**config.mk**
```make
export PLATFORM = sky130hd
export DESIGN_NAME = mario_top
export DESIGN_NICKNAME = d
export VERILOG_FILES = /design/src/common/mario_pkg.sv /design/src/rtl/mario_top.sv /design/src/rtl/motion_fsm.sv /design/src/rtl/physics/horizontal_motion.sv /design/src/rtl/physics/vertical_motion.sv /design/src/rtl/scene/scene_map.sv
export SDC_FILE = /design/constraint.sdc
export NUM_CORES = 1
export LEC_CHECK = 0
export ABC_AREA = 1
export BUFFER_PORTS_ARGS = -buffer_cell sky130_fd_sc_hd__buf_2
export CAP_MARGIN = 10
export CORE_ASPECT_RATIO = 1.25
export CORE_MARGIN = 5
export CORE_UTILIZATION = 55
export CTS_CLUSTER_SIZE = 40
export DETAILED_ROUTE_END_ITERATION = 12
export GPL_TIMING_DRIVEN = 0
export PLACE_DENSITY = 0.72
export SYNTH_ARGS = -nofsm -noshare
export SYNTH_HDL_FRONTEND = slang
export SYNTH_HIERARCHICAL = 1
export SYNTH_SLANG_ARGS = --single-unit
```
**constraint.sdc**
```tcl
create_clock -name clk -period 11.05 [get_ports clk]
set_input_delay 0 -clock clk [delete_from_list [all_inputs] [get_ports clk]]
set_output_delay 0 -clock clk [all_outputs]
set_load 0.01 [all_outputs]
```
**src/common/mario_pkg.sv**
```systemverilog
`default_nettype none

package mario_pkg;

    typedef logic [9:0] pos_x_t;
    typedef logic [8:0] pos_y_t;
    typedef logic signed [9:0] speed_x_t;
    // tenths of a pixel per cycle
    typedef logic signed [12:0] speed_y_t;
    typedef logic [4:0] key_vec_t;

    typedef enum logic [2:0] {
        st_initial  = 3'd0,
        st_flying   = 3'd1,
        st_jumping  = 3'd2,
        st_walking  = 3'd3,
        st_standing = 3'd4,
        st_dying    = 3'd5,
        st_climbing = 3'd6
    } motion_state_t;

    // bit positions in key_vec_t
    localparam int key_up    = 0;
    localparam int key_left  = 1;
    localparam int key_right = 2;
    localparam int key_down  = 3;
    localparam int key_jump  = 4;

    localparam pos_x_t hero_width  = 10'd34;
    localparam pos_y_t hero_height = 9'd36;

    localparam pos_x_t start_x = 10'd450;
    localparam pos_y_t start_y = 9'd425;

    localparam speed_x_t walk_speed  = 10'sd3;
    localparam pos_y_t   climb_speed = 9'd3;
    localparam speed_y_t jump_speed  = 13'sd45;
    localparam speed_y_t gravity     = 13'sd3;

    localparam pos_y_t border_top    = 9'd5;
    localparam pos_y_t border_bottom = 9'd461;
    localparam pos_x_t border_left   = 10'd5;
    localparam pos_x_t border_right  = 10'd640;

    // platform rectangles, top-left (lx, ly) to bottom-right (rx, ry)
    localparam int num_platforms = 6;

    localparam pos_x_t platform_lx [num_platforms] =
        '{10'd250, 10'd0, 10'd49, 10'd0, 10'd49, 10'd0};
    localparam pos_y_t platform_ly [num_platforms] =
        '{9'd53, 9'd115, 9'd197, 9'd286, 9'd376, 9'd461};
    localparam pos_x_t platform_rx [num_platforms] =
        '{10'd388, 10'd591, 10'd640, 10'd591, 10'd640, 10'd640};
    localparam pos_y_t platform_ry [num_platforms] =
        '{9'd70, 9'd131, 9'd213, 9'd302, 9'd393, 9'd479};

    // ladder rectangles
    localparam int num_ladders = 5;

    localparam pos_x_t ladder_lx [num_ladders] =
        '{10'd339, 10'd541, 10'd48, 10'd546, 10'd53};
    localparam pos_y_t ladder_ly [num_ladders] =
        '{9'd15, 9'd77, 9'd159, 9'd248, 9'd338};
    localparam pos_x_t ladder_rx [num_ladders] =
        '{10'd353, 10'd555, 10'd62, 10'd560, 10'd67};
    localparam pos_y_t ladder_ry [num_ladders] =
        '{9'd81, 9'd163, 9'd252, 9'd342, 9'd427};

endpackage

`default_nettype wire

```
**src/rtl/mario_top.sv**
```systemverilog
`default_nettype none

module mario_top (
    input  wire                            clk,
    input  wire                            rst,
    input  wire                            start,
    input  wire                            over,
    input  wire mario_pkg::key_vec_t       keys,
    output wire mario_pkg::pos_x_t         x,
    output wire mario_pkg::pos_y_t         y,
    output wire mario_pkg::motion_state_t  state
);

    logic blocked_left;
    logic blocked_right;
    logic on_ground;
    logic on_ladder;
    logic falling;

    // position feeds back into the contact flags
    scene_map scene_map_inst (
        .x             (x),
        .y             (y),
        .blocked_left  (blocked_left),
        .blocked_right (blocked_right),
        .on_ground     (on_ground),
        .on_ladder     (on_ladder)
    );

    motion_fsm motion_fsm_inst (
        .clk           (clk),
        .rst           (rst),
        .start         (start),
        .over          (over),
        .keys          (keys),
        .blocked_left  (blocked_left),
        .blocked_right (blocked_right),
        .on_ground     (on_ground),
        .on_ladder     (on_ladder),
        .falling       (falling),
        .state         (state)
    );

    vertical_motion vertical_motion_inst (
        .clk     (clk),
        .rst     (rst),
        .state   (state),
        .keys    (keys),
        .x       (x),
        .y       (y),
        .falling (falling)
    );

    horizontal_motion horizontal_motion_inst (
        .clk   (clk),
        .rst   (rst),
        .state (state),
        .keys  (keys),
        .x     (x)
    );

endmodule

`default_nettype wire

```
**src/rtl/motion_fsm.sv**
```systemverilog
`default_nettype none

module motion_fsm (
    input  wire                       clk,
    input  wire                       rst,
    input  wire                       start,
    input  wire                       over,
    input  wire mario_pkg::key_vec_t  keys,
    input  wire                       blocked_left,
    input  wire                       blocked_right,
    input  wire                       on_ground,
    input  wire                       on_ladder,
    input  wire                       falling,
    output mario_pkg::motion_state_t  state
);
    import mario_pkg::*;

    motion_state_t state_next;

    always_ff @(posedge clk) begin
        if (rst) begin
            state <= st_initial;
        end else begin
            state <= state_next;
        end
    end

    always_comb begin
        state_next = state;

        case (state)
            st_initial: begin
                if (start) begin
                    state_next = st_standing;
                end
            end

            st_standing, st_walking: begin
                if (!on_ground) begin
                    state_next = st_flying;
                end else if (keys[key_jump]) begin
                    state_next = st_jumping;
                end else if ((keys[key_up] || keys[key_down]) && on_ladder) begin
                    state_next = st_climbing;
                end else if (keys[key_left] || keys[key_right]) begin
                    state_next = st_walking;
                end else begin
                    state_next = st_standing;
                end
            end

            // impulse is applied in this single cycle
            st_jumping: state_next = st_flying;

            st_flying: begin
                if (on_ground && falling) begin
                    state_next = st_standing;
                end
            end

            st_climbing: begin
                if (keys[key_jump] && on_ground) begin
                    state_next = st_jumping;
                end else if ((keys[key_left] && !blocked_left) ||
                             (keys[key_right] && !blocked_right)) begin
                    state_next = st_walking;
                end else if (on_ladder) begin
                    state_next = st_climbing;
                end else begin
                    state_next = st_standing;
                end
            end

            // only rst leaves dying
            st_dying: state_next = st_dying;

            default: state_next = st_initial;
        endcase

        if (over && state != st_initial) begin
            state_next = st_dying;
        end
    end

    a_over_kills: assert property (
        @(posedge clk) disable iff (rst)
        (over && state != st_initial) |=> (state == st_dying)
    );

    a_jump_one_cycle: assert property (
        @(posedge clk) disable iff (rst)
        (state == st_jumping) |=> (state != st_jumping)
    );

endmodule

`default_nettype wire

```
**src/rtl/physics/horizontal_motion.sv**
```systemverilog
`default_nettype none

module horizontal_motion (
    input  wire                            clk,
    input  wire                            rst,
    input  wire mario_pkg::motion_state_t  state,
    input  wire mario_pkg::key_vec_t       keys,
    output mario_pkg::pos_x_t              x
);
    import mario_pkg::*;

    speed_x_t speed_x;
    speed_x_t walk_step;

    // move and clamp to the screen
    function automatic pos_x_t step_x(pos_x_t pos, speed_x_t step);
        int nx;
        nx = int'(pos) + int'(step);
        if (nx < int'(border_left)) begin
            return border_left;
        end
        if (nx > int'(border_right) - int'(hero_width)) begin
            return border_right - hero_width;
        end
        return pos_x_t'(nx);
    endfunction

    // left wins when both are held
    always_comb begin
        if (keys[key_left]) begin
            walk_step = -walk_speed;
        end else if (keys[key_right]) begin
            walk_step = walk_speed;
        end else begin
            walk_step = '0;
        end
    end

    always_ff @(posedge clk) begin
        if (rst || state == st_initial) begin
            x       <= start_x;
            speed_x <= '0;
        end else begin
            case (state)
                st_walking: begin
                    x       <= step_x(x, walk_step);
                    speed_x <= walk_step;
                end
                // keeps the speed it left the ground with
                st_flying: x <= step_x(x, speed_x);
                default:   speed_x <= '0;
            endcase
        end
    end

    a_x_above_left: assert property (
        @(posedge clk) disable iff (rst)
        x >= border_left
    );

endmodule

`default_nettype wire

```
**src/rtl/physics/vertical_motion.sv**
```systemverilog
`default_nettype none

module vertical_motion (
    input  wire                            clk,
    input  wire                            rst,
    input  wire mario_pkg::motion_state_t  state,
    input  wire mario_pkg::key_vec_t       keys,
    input  wire mario_pkg::pos_x_t         x,
    output mario_pkg::pos_y_t              y,
    output logic                           falling
);
    import mario_pkg::*;

    speed_y_t speed_y;
    pos_y_t   y_fly;
    speed_y_t speed_fly;
    pos_y_t   y_climb;

    // zero counts as falling so a hero at rest can land
    assign falling = (speed_y >= 0);

    // one flying step with ceiling and landing snaps
    always_comb begin
        int ny;
        int top_snap;
        int bot_snap;
        logic top_hit;
        logic bot_hit;
        logic over_x;

        ny = int'(y) + int'(speed_y) / 10;

        top_hit  = ny < int'(border_top);
        top_snap = int'(border_top);
        bot_hit  = ny + int'(hero_height) > int'(border_bottom);
        bot_snap = int'(border_bottom) - int'(hero_height);

        for (int i = 0; i < num_platforms; i++) begin
            over_x = (int'(x) < int'(platform_rx[i])) &&
                     (int'(x) + int'(hero_width) > int'(platform_lx[i]));

            // head enters the platform from below
            if (!top_hit && over_x && ny > int'(platform_ly[i]) &&
                ny < int'(platform_ry[i])) begin
                top_hit  = 1'b1;
                top_snap = int'(platform_ry[i]);
            end

            if (!bot_hit && over_x &&
                ny + int'(hero_height) > int'(platform_ly[i]) &&
                ny + int'(hero_height) < int'(platform_ry[i])) begin
                bot_hit  = 1'b1;
                bot_snap = int'(platform_ly[i]) - int'(hero_height);
            end
        end

        if (top_hit) begin
            y_fly     = pos_y_t'(top_snap);
            speed_fly = '0;
        end else if (bot_hit) begin
            y_fly     = pos_y_t'(bot_snap);
            speed_fly = '0;
        end else begin
            y_fly     = pos_y_t'(ny);
            speed_fly = speed_y + gravity;
        end
    end

    always_comb begin
        if (keys[key_up]) begin
            if (int'(y) - int'(climb_speed) < int'(border_top)) begin
                y_climb = border_top;
            end else begin
                y_climb = y - climb_speed;
            end
        end else if (keys[key_down]) begin
            if (int'(y) + int'(climb_speed) > int'(border_bottom) - int'(hero_height)) begin
                y_climb = border_bottom - hero_height;
            end else begin
                y_climb = y + climb_speed;
            end
        end else begin
            y_climb = y;
        end
    end

    always_ff @(posedge clk) begin
        if (rst || state == st_initial) begin
            y       <= start_y;
            speed_y <= '0;
        end else begin
            case (state)
                st_jumping: speed_y <= -jump_speed;
                st_flying: begin
                    y       <= y_fly;
                    speed_y <= speed_fly;
                end
                st_climbing: begin
                    y       <= y_climb;
                    speed_y <= '0;
                end
                default: speed_y <= '0;
            endcase
        end
    end

    a_y_in_screen: assert property (
        @(posedge clk) disable iff (rst)
        (y >= border_top) && (y <= border_bottom - hero_height)
    );

endmodule

`default_nettype wire

```
**src/rtl/scene/scene_map.sv**
```systemverilog
`default_nettype none

module scene_map (
    input  wire mario_pkg::pos_x_t x,
    input  wire mario_pkg::pos_y_t y,
    output logic                   blocked_left,
    output logic                   blocked_right,
    output logic                   on_ground,
    output logic                   on_ladder
);
    import mario_pkg::*;

    // platform contacts and borders
    always_comb begin
        int left_x;
        int right_x;
        int top_y;
        int bottom_y;
        logic span_x;
        logic span_y;

        left_x   = int'(x);
        right_x  = int'(x) + int'(hero_width);
        top_y    = int'(y);
        bottom_y = int'(y) + int'(hero_height);

        blocked_left  = left_x <= int'(border_left);
        blocked_right = right_x >= int'(border_right);
        on_ground     = bottom_y >= int'(border_bottom);

        for (int i = 0; i < num_platforms; i++) begin
            span_y = (top_y < int'(platform_ry[i])) && (bottom_y > int'(platform_ly[i]));
            span_x = (left_x < int'(platform_rx[i])) && (right_x > int'(platform_lx[i]));

            // side contact needs the box level with the platform
            if (span_y && left_x >= int'(platform_lx[i]) &&
                left_x <= int'(platform_rx[i])) begin
                blocked_left = 1'b1;
            end
            if (span_y && right_x >= int'(platform_lx[i]) &&
                right_x <= int'(platform_rx[i])) begin
                blocked_right = 1'b1;
            end

            // feet inside the top band
            if (span_x && bottom_y >= int'(platform_ly[i]) &&
                bottom_y <= int'(platform_ry[i])) begin
                on_ground = 1'b1;
            end
        end
    end

    // ladder test uses the top-left corner only
    always_comb begin
        int corner_x;
        int corner_y;

        corner_x  = int'(x);
        corner_y  = int'(y);
        on_ladder = 1'b0;

        for (int i = 0; i < num_ladders; i++) begin
            if (corner_x > int'(ladder_lx[i]) && corner_x < int'(ladder_rx[i]) &&
                corner_y > int'(ladder_ly[i]) && corner_y < int'(ladder_ry[i])) begin
                on_ladder = 1'b1;
            end
        end
    end

endmodule

`default_nettype wire

```
==> qor.txt, run 1 <==
iteration-0 DRC count of the detailed router -> 842
WP data arrival -> 9.97 ns
EDFF count, synth -> 0
H-tree depth -> 2
commonest cells after routing, fill and taps aside -> nand2_1 (529), inv_1 (293), nor2_1 (193)
CTS sink cnt -> 38
share of synthesized registers carrying an async set or reset -> 0
final hold viol count -> 0
crit path max-delay cell type -> xor2_2
layout cells sized above 1 -> 0.108
FILL cells -> 1,851
final clock skew -> 0.00555 ns
die area -> 20,500 sq um
Max Freq -> 103 MHz
commonest non-fill, non-tap cell in the layout -> nand2_1
Layout Nets -> 1,935
Max-Cap Viols -> 0
die width -> 129 um
CTS Buffer Depth -> 2
Syn Inst Count -> 1,827
first-pass GRT wire length -> 48,000 um
Reg2Reg Depth -> 74
Total Routing Usage GR -> 0.276
Clock Tree Root -> clkbuf_16
Initial Util -> 0.560
syn avg cell area -> 5.34 sq um
hold path cells -> 5
Slew HR -> 0.422
Crit path largest cell delay -> 0.38 ns
number of global-route vias before repair -> 10,500
Seq. cell area -> 761 sq um
IO Pins -> 31
status -> finished clean
CP Class -> reg -> reg
Post-Place Worst Slack -> 1.04 ns
critical path fanouts, max -> 9
final WL -> 29,000 um
Hold EP -> motion_fsm_inst/state[2]
GP Congestion -> 0.988
TritonCTS clock tree -> done
area growth from synthesis to layout -> 6.59%
remaining antenna violation count -> 0
worst-skew pair later-pin latency -> 0.29 ns
mean routed wirelength per cell -> 13.9 um
antenna violations before repair -> 0
drt drc -> 0
TritonRoute pass-1 iters -> 5
reg-to-reg slack, setup -> 1.30 ns
final setup vio count -> 0
area occupied by multi-input gates -> 7720 sq um
post-synthesis register bit count -> 38
via count -> 11,600
dpl hpwl -> 23,600 um
GR Overflow Total -> 0
Yosys warning total -> 6
Worst Tran Pin Value -> 0.865 ns
period utilisation layout -> 0.882
final worst setup slack -> 1.30 ns
Inserted Clock Buffers -> 5
Worst Path Required -> 11.28 ns
min-delay worst type -> in -> reg
# diodes -> 0
Final Max Slew Viols -> 0
CP startpoint kind -> register
Syn Nets -> 1,896
Crit path buffers/inverters -> 15
PortBufs -> 30
min-delay src -> over
top_reg_cell synth -> dfxtp_1
core area -> 17,400 sq um
Die Y -> 159 um
Yosys cell types -> 64
row cnt -> 54
post-synthesis sequential area ratio -> 0.0780
reg-to-reg critical path startpoint -> vertical_motion_inst/speed_y[0]
Mapped Area -> 9750 sq um
Via-to-Cell Ratio -> 5.56
crit end category -> register
min Tclk post-route -> 9.75 ns
clk slew on worst S/H paths -> 0.06 ns
R2R Path End -> vertical_motion_inst/speed_y[8]
largest net degree at the start of global routing -> 21
Hold-fix buffers, CTS -> 0
cell family with most CP delay -> simple AND/OR/NAND/NOR gates
[synth_stat cells (9+ instances only)]
cell type / instances / share of area
nor2_4: 9 / 0.010
nand2_4: 15 / 0.017
o211ai_1: 9 / 0.0069
inv_2: 19 / 0.0073
o21ai_0: 72 / 0.037
dfxtp_1: 38 / 0.078
nand3_1: 183 / 0.094
ha_1: 57 / 0.073
nand4_1: 48 / 0.031
o21ai_1: 14 / 0.0072
nor2_1: 193 / 0.074
a21oi_1: 84 / 0.043
xor2_1: 32 / 0.029
inv_1: 293 / 0.11
nand3_2: 19 / 0.019
nand2_1: 529 / 0.20
nor3_1: 37 / 0.019
nand3b_1: 9 / 0.0069
nand2_2: 44 / 0.028
nor2_2: 14 / 0.0090
[worst max-delay path by stage]
| stage | start | depth (start not counted) | end |
|---|---|---|---|
| floorplan | vertical_motion_inst/speed_y[0] | 72 | vertical_motion_inst/speed_y[10] |
| global placement | vertical_motion_inst/speed_y[1] | 75 | vertical_motion_inst/speed_y[8] |
| detailed placement | vertical_motion_inst/speed_y[0] | 73 | vertical_motion_inst/speed_y[8] |
| CTS | vertical_motion_inst/speed_y[1] | 73 | vertical_motion_inst/speed_y[8] |
| global route | vertical_motion_inst/speed_y[1] | 76 | vertical_motion_inst/speed_y[10] |
| finish | vertical_motion_inst/speed_y[0] | 74 | vertical_motion_inst/speed_y[8] |
[cells by family after synthesis]
group           Yosys count  synth area share
compound gates          229             0.136
xor+xnor                 37            0.0332
fa+ha+maj                60            0.0793
buf+inv                 332             0.132
flops                    38            0.0780
mux                       1           0.00103
simple gates           1130             0.541
[worst reg2reg max path: cells and delay by family, from the launching register on]
kind            cells  cell delay (ns)
xor+xnor            1             0.38
fa+ha+maj           3             0.74
simple gates       50             5.68
buf+inv            15             1.38
compound gates      5             1.19
flops               1             0.32
[registers in the layout, summed over array words and instances (netlist names)]
register                        cells
motion_fsm_inst/state               3
horizontal_motion_inst/speed_x      3
vertical_motion_inst/speed_y       13
vertical_motion_inst/y              9
horizontal_motion_inst/x           10
[area by class of cell]
| type | count | area share |
|---|---|---|
| multi-input cells | 1457 | 0.743 |
| inverters | 316 | 0.115 |
| clock buffers | 5 | 0.0120 |
| well taps | 224 | 0.0270 |
| plain buffers | 16 | 0.00891 |
| flip-flops and latches | 38 | 0.0732 |
| clock inverters | 3 | 0.00433 |
| repair buffers | 32 | 0.0171 |
[per-stage QoR]
step / utilization / cells / hold slack [ns] / cell area, sq um / setup TNS, ns
CTS: 0.594 / 2089 / 0.0310 / 10400 / 0
detailed placement: 0.584 / 2081 / 0.326 / 10200 / 0
global route: 0.596 / 2091 / 0.0580 / 10400 / -0.0112
global placement: 0.584 / 2081 / 0.320 / 10200 / 0
finish: 0.596 / 2091 / 0.0377 / 10400 / 0
floorplan: - / 1827 / 0.142 / 9750 / 0
[what timing repair did]
item / in CTS / in global routing
setup endpoints to repair: 0 / 13
gates resized for setup: 0 / 2
buffers inserted: 0 / 2
[per-layer routing]
metal	vias to the layer above	part of all wire	GRT usage
met5	-	0	0
met4	0	0.042	0.114
met3	73	0.044	0.0225
met2	318	0.50	0.489
met1	5244	0.42	0.338
li1	5987	-	-
Power of run 1 is not shown: default switching activity piles up to over one toggle a cycle in this logic, so the estimate is an artifact.
==> run 2, diff against run 1 <==
--- a/config.mk
+++ b/config.mk
@@ -10,11 +10,10 @@
 export CAP_MARGIN = 10
 export CORE_ASPECT_RATIO = 1.25
 export CORE_MARGIN = 5
-export CORE_UTILIZATION = 55
+export CORE_UTILIZATION = 25
 export CTS_CLUSTER_SIZE = 40
 export DETAILED_ROUTE_END_ITERATION = 12
 export GPL_TIMING_DRIVEN = 0
-export PLACE_DENSITY = 0.72
 export SYNTH_ARGS = -nofsm -noshare
 export SYNTH_HDL_FRONTEND = slang
 export SYNTH_HIERARCHICAL = 1
==> run 2 against run 1 <==
Net effect: maximum frequency down 1.3%; sequential share of layout area down 0.24 points; global-route usage down 14 points; register-to-register slack worse by 0.13 ns; setup slack worse by 0.13 ns; critical path depth down 2; non-clock buffer count down 1; critical endpoint is now vertical_motion_inst/speed_y[9]; hold slack worse by 0.022 ns; flip-flop and latch count unchanged; core utilization down 32 points; die area up 110%.
==> qor.txt, run 2 (synthesized netlist as in run 1, its figures left out) <==
RSZ-0062 raised after global routing -> no
Clock Tree Root -> clkbuf_16
TritonCTS clock tree -> done
Total Routing Usage GR -> 0.140 (-0.136)
final setup vio count -> 0 (unchanged)
setup tns final -> 0 ns (unchanged)
WHS -> 0.0155 ns (-0.0222 ns)
leading registers by flop count -> vertical_motion_inst/speed_y (13), horizontal_motion_inst/x (10), vertical_motion_inst/y (9)
CP Class -> reg -> reg
# diodes -> 0 (unchanged)
commonest non-fill, non-tap cell in the layout -> nand2_1
CTS Buffer Depth -> 2 (unchanged)
Initial Util -> 0.251 (-0.308)
TritonRoute pass-1 iters -> 5 (unchanged)
drt drc -> 0 (unchanged)
Via-to-Cell Ratio -> 4.93 (-11%)
Max Freq -> 101 MHz (-1.3%)
Worst Tran Pin Value -> 0.980 ns (+0.115 ns)
cell family with most CP delay -> simple AND/OR/NAND/NOR gates
min Tclk post-route -> 9.88 ns (+0.132 ns)
dpl hpwl -> 25,600 um (+8.2%)
mean routed wirelength per cell -> 13.3 um (-4.1%)
remaining antenna violation count -> 0 (unchanged)
Crit path buffers/inverters -> 17 (+2)
crit end category -> register
antenna violations before repair -> 0 (unchanged)
Layout Nets -> 1,934 (-0.052%)
CTS sink cnt -> 38 (unchanged)
Crit path largest cell delay -> 0.42 ns (+0.04 ns)
PortBufs -> 30 (unchanged)
worst-skew pair later-pin latency -> 0.29 ns (about the same)
final WL -> 31,500 um (+8.4%)
via count -> 11,700 (+0.35%)
final std cells w/o fill -> 2,364 (+13%)
Most common cell on crit path -> nand2_1
final hold viol count -> 0 (unchanged)
core area -> 38,800 sq um (+120%)
die width -> 187 um (+45%)
min-delay worst type -> in -> reg
largest net degree at the start of global routing -> 21 (unchanged)
row cnt -> 81 (+50%)
status -> finished clean
CP startpoint kind -> register
crit path max-delay cell type -> xor2_2
final clock skew -> 0.00992 ns (+0.00437 ns)
number of global-route vias before repair -> 11,100 (+6.1%)
Top reg by flops -> vertical_motion_inst/speed_y
layout cells sized above 1 -> 0.108 (-0.000478)
die area -> 43,100 sq um (+110%)
Inserted Clock Buffers -> 5 (unchanged)
Final Max Slew Viols -> 0 (unchanged)
Max-Cap Viols -> 0 (unchanged)
Slew HR -> 0.342 (-0.0809)
critical path fanouts, max -> 9 (unchanged)
max FFs per register -> 13 (unchanged)
Worst Path Required -> 11.27 ns (about the same)
commonest cells after routing, fill and taps aside -> nand2_1 (529), inv_1 (293), nor2_1 (193)
GR Overflow Total -> 0 (unchanged)
first-pass GRT wire length -> 52,100 um (+8.4%)
iteration-0 DRC count of the detailed router -> 1,112 (+32%)
Die Y -> 231 um (+45%)
H-tree depth -> 2 (unchanged)
Core Util, Final -> 0.277 (-0.319)
placed cells -> 2,355 (+13%)
GP Congestion -> 0.937 (-5.1%)
IO Pins -> 31 (unchanged)
WP data arrival -> 10.10 ns (+0.13 ns)
area growth from synthesis to layout -> 10.3%
period utilisation layout -> 0.894 (+0.0120)
clk slew on worst S/H paths -> 0.07 ns (about the same)
==> run 2: cell count changes in the layout (fill, tap and decap cells not counted) <==
cell / before / now
clkinv_4: 0 / 1
buf_4: 3 / 2
bufinv_16: 1 / 2
clkinvlp_4: 2 / 0
==> run 2: final cells by class <==
type                    instances  area (sq um)
repair buffers                 31           170
plain buffers                  16          92.6
well taps                     498           623
inverters                     316          1190
flip-flops and latches         38           761
multi-input cells            1457          7720
clock inverters                 3          68.8
fillers                      4402         28100
clock buffers                   5           125
==> run 2: worst reg2reg max path: cells and delay by family, from the launching register on <==
family                   cells  cell delay [ns]
XOR/XNOR                     1             0.42
multiplexers                 1             0.30
AND/OR/NAND/NOR             44             5.03
adder cells (fa/ha/maj)      3             0.70
AO/OA/AOI/OAI                6             1.47
flip-flops                   1             0.32
buffers and inverters       17             1.55
==> run 2: routing by layer <==
layer	share of wire	GRT usage	vias up
met2	0.50	0.263	342
met3	0.047	0.0189	72
met5	0	0	-
met1	0.42	0.164	5267
met4	0.028	0.0412	0
li1	-	-	5982
==> run 2: metrics by stage <==
stage	instance area [sq um]	setup WS, ns
4_1_cts	10700	0.955
2_1_floorplan	9750	2.86
3_5_place_dp	10500	0.992
5_1_grt	10800	0.0589
6_report	10800	1.17
3_3_place_gp	10500	1.21
==> run 2: timing repair <==
action,CTS,global route
setup endpoints to repair,0,13
resized for setup,0,2
setup buffers,0,1
hold buffers,0,0
==> run 2: final timing paths <==
kind / start / slack (ns) / cells after the start / to
worst min-delay path: keys[4] / 0.02 / 3 / motion_fsm_inst/state[1]
worst min register to register: horizontal_motion_inst/speed_x[0] / 0.48 / 2 / horizontal_motion_inst/speed_x[0]
worst max-delay path: vertical_motion_inst/speed_y[0] / 1.17 / 72 / vertical_motion_inst/speed_y[9]
worst max register to register: vertical_motion_inst/speed_y[0] / 1.17 / 72 / vertical_motion_inst/speed_y[9]
Power of run 2 is left out for the same reason.
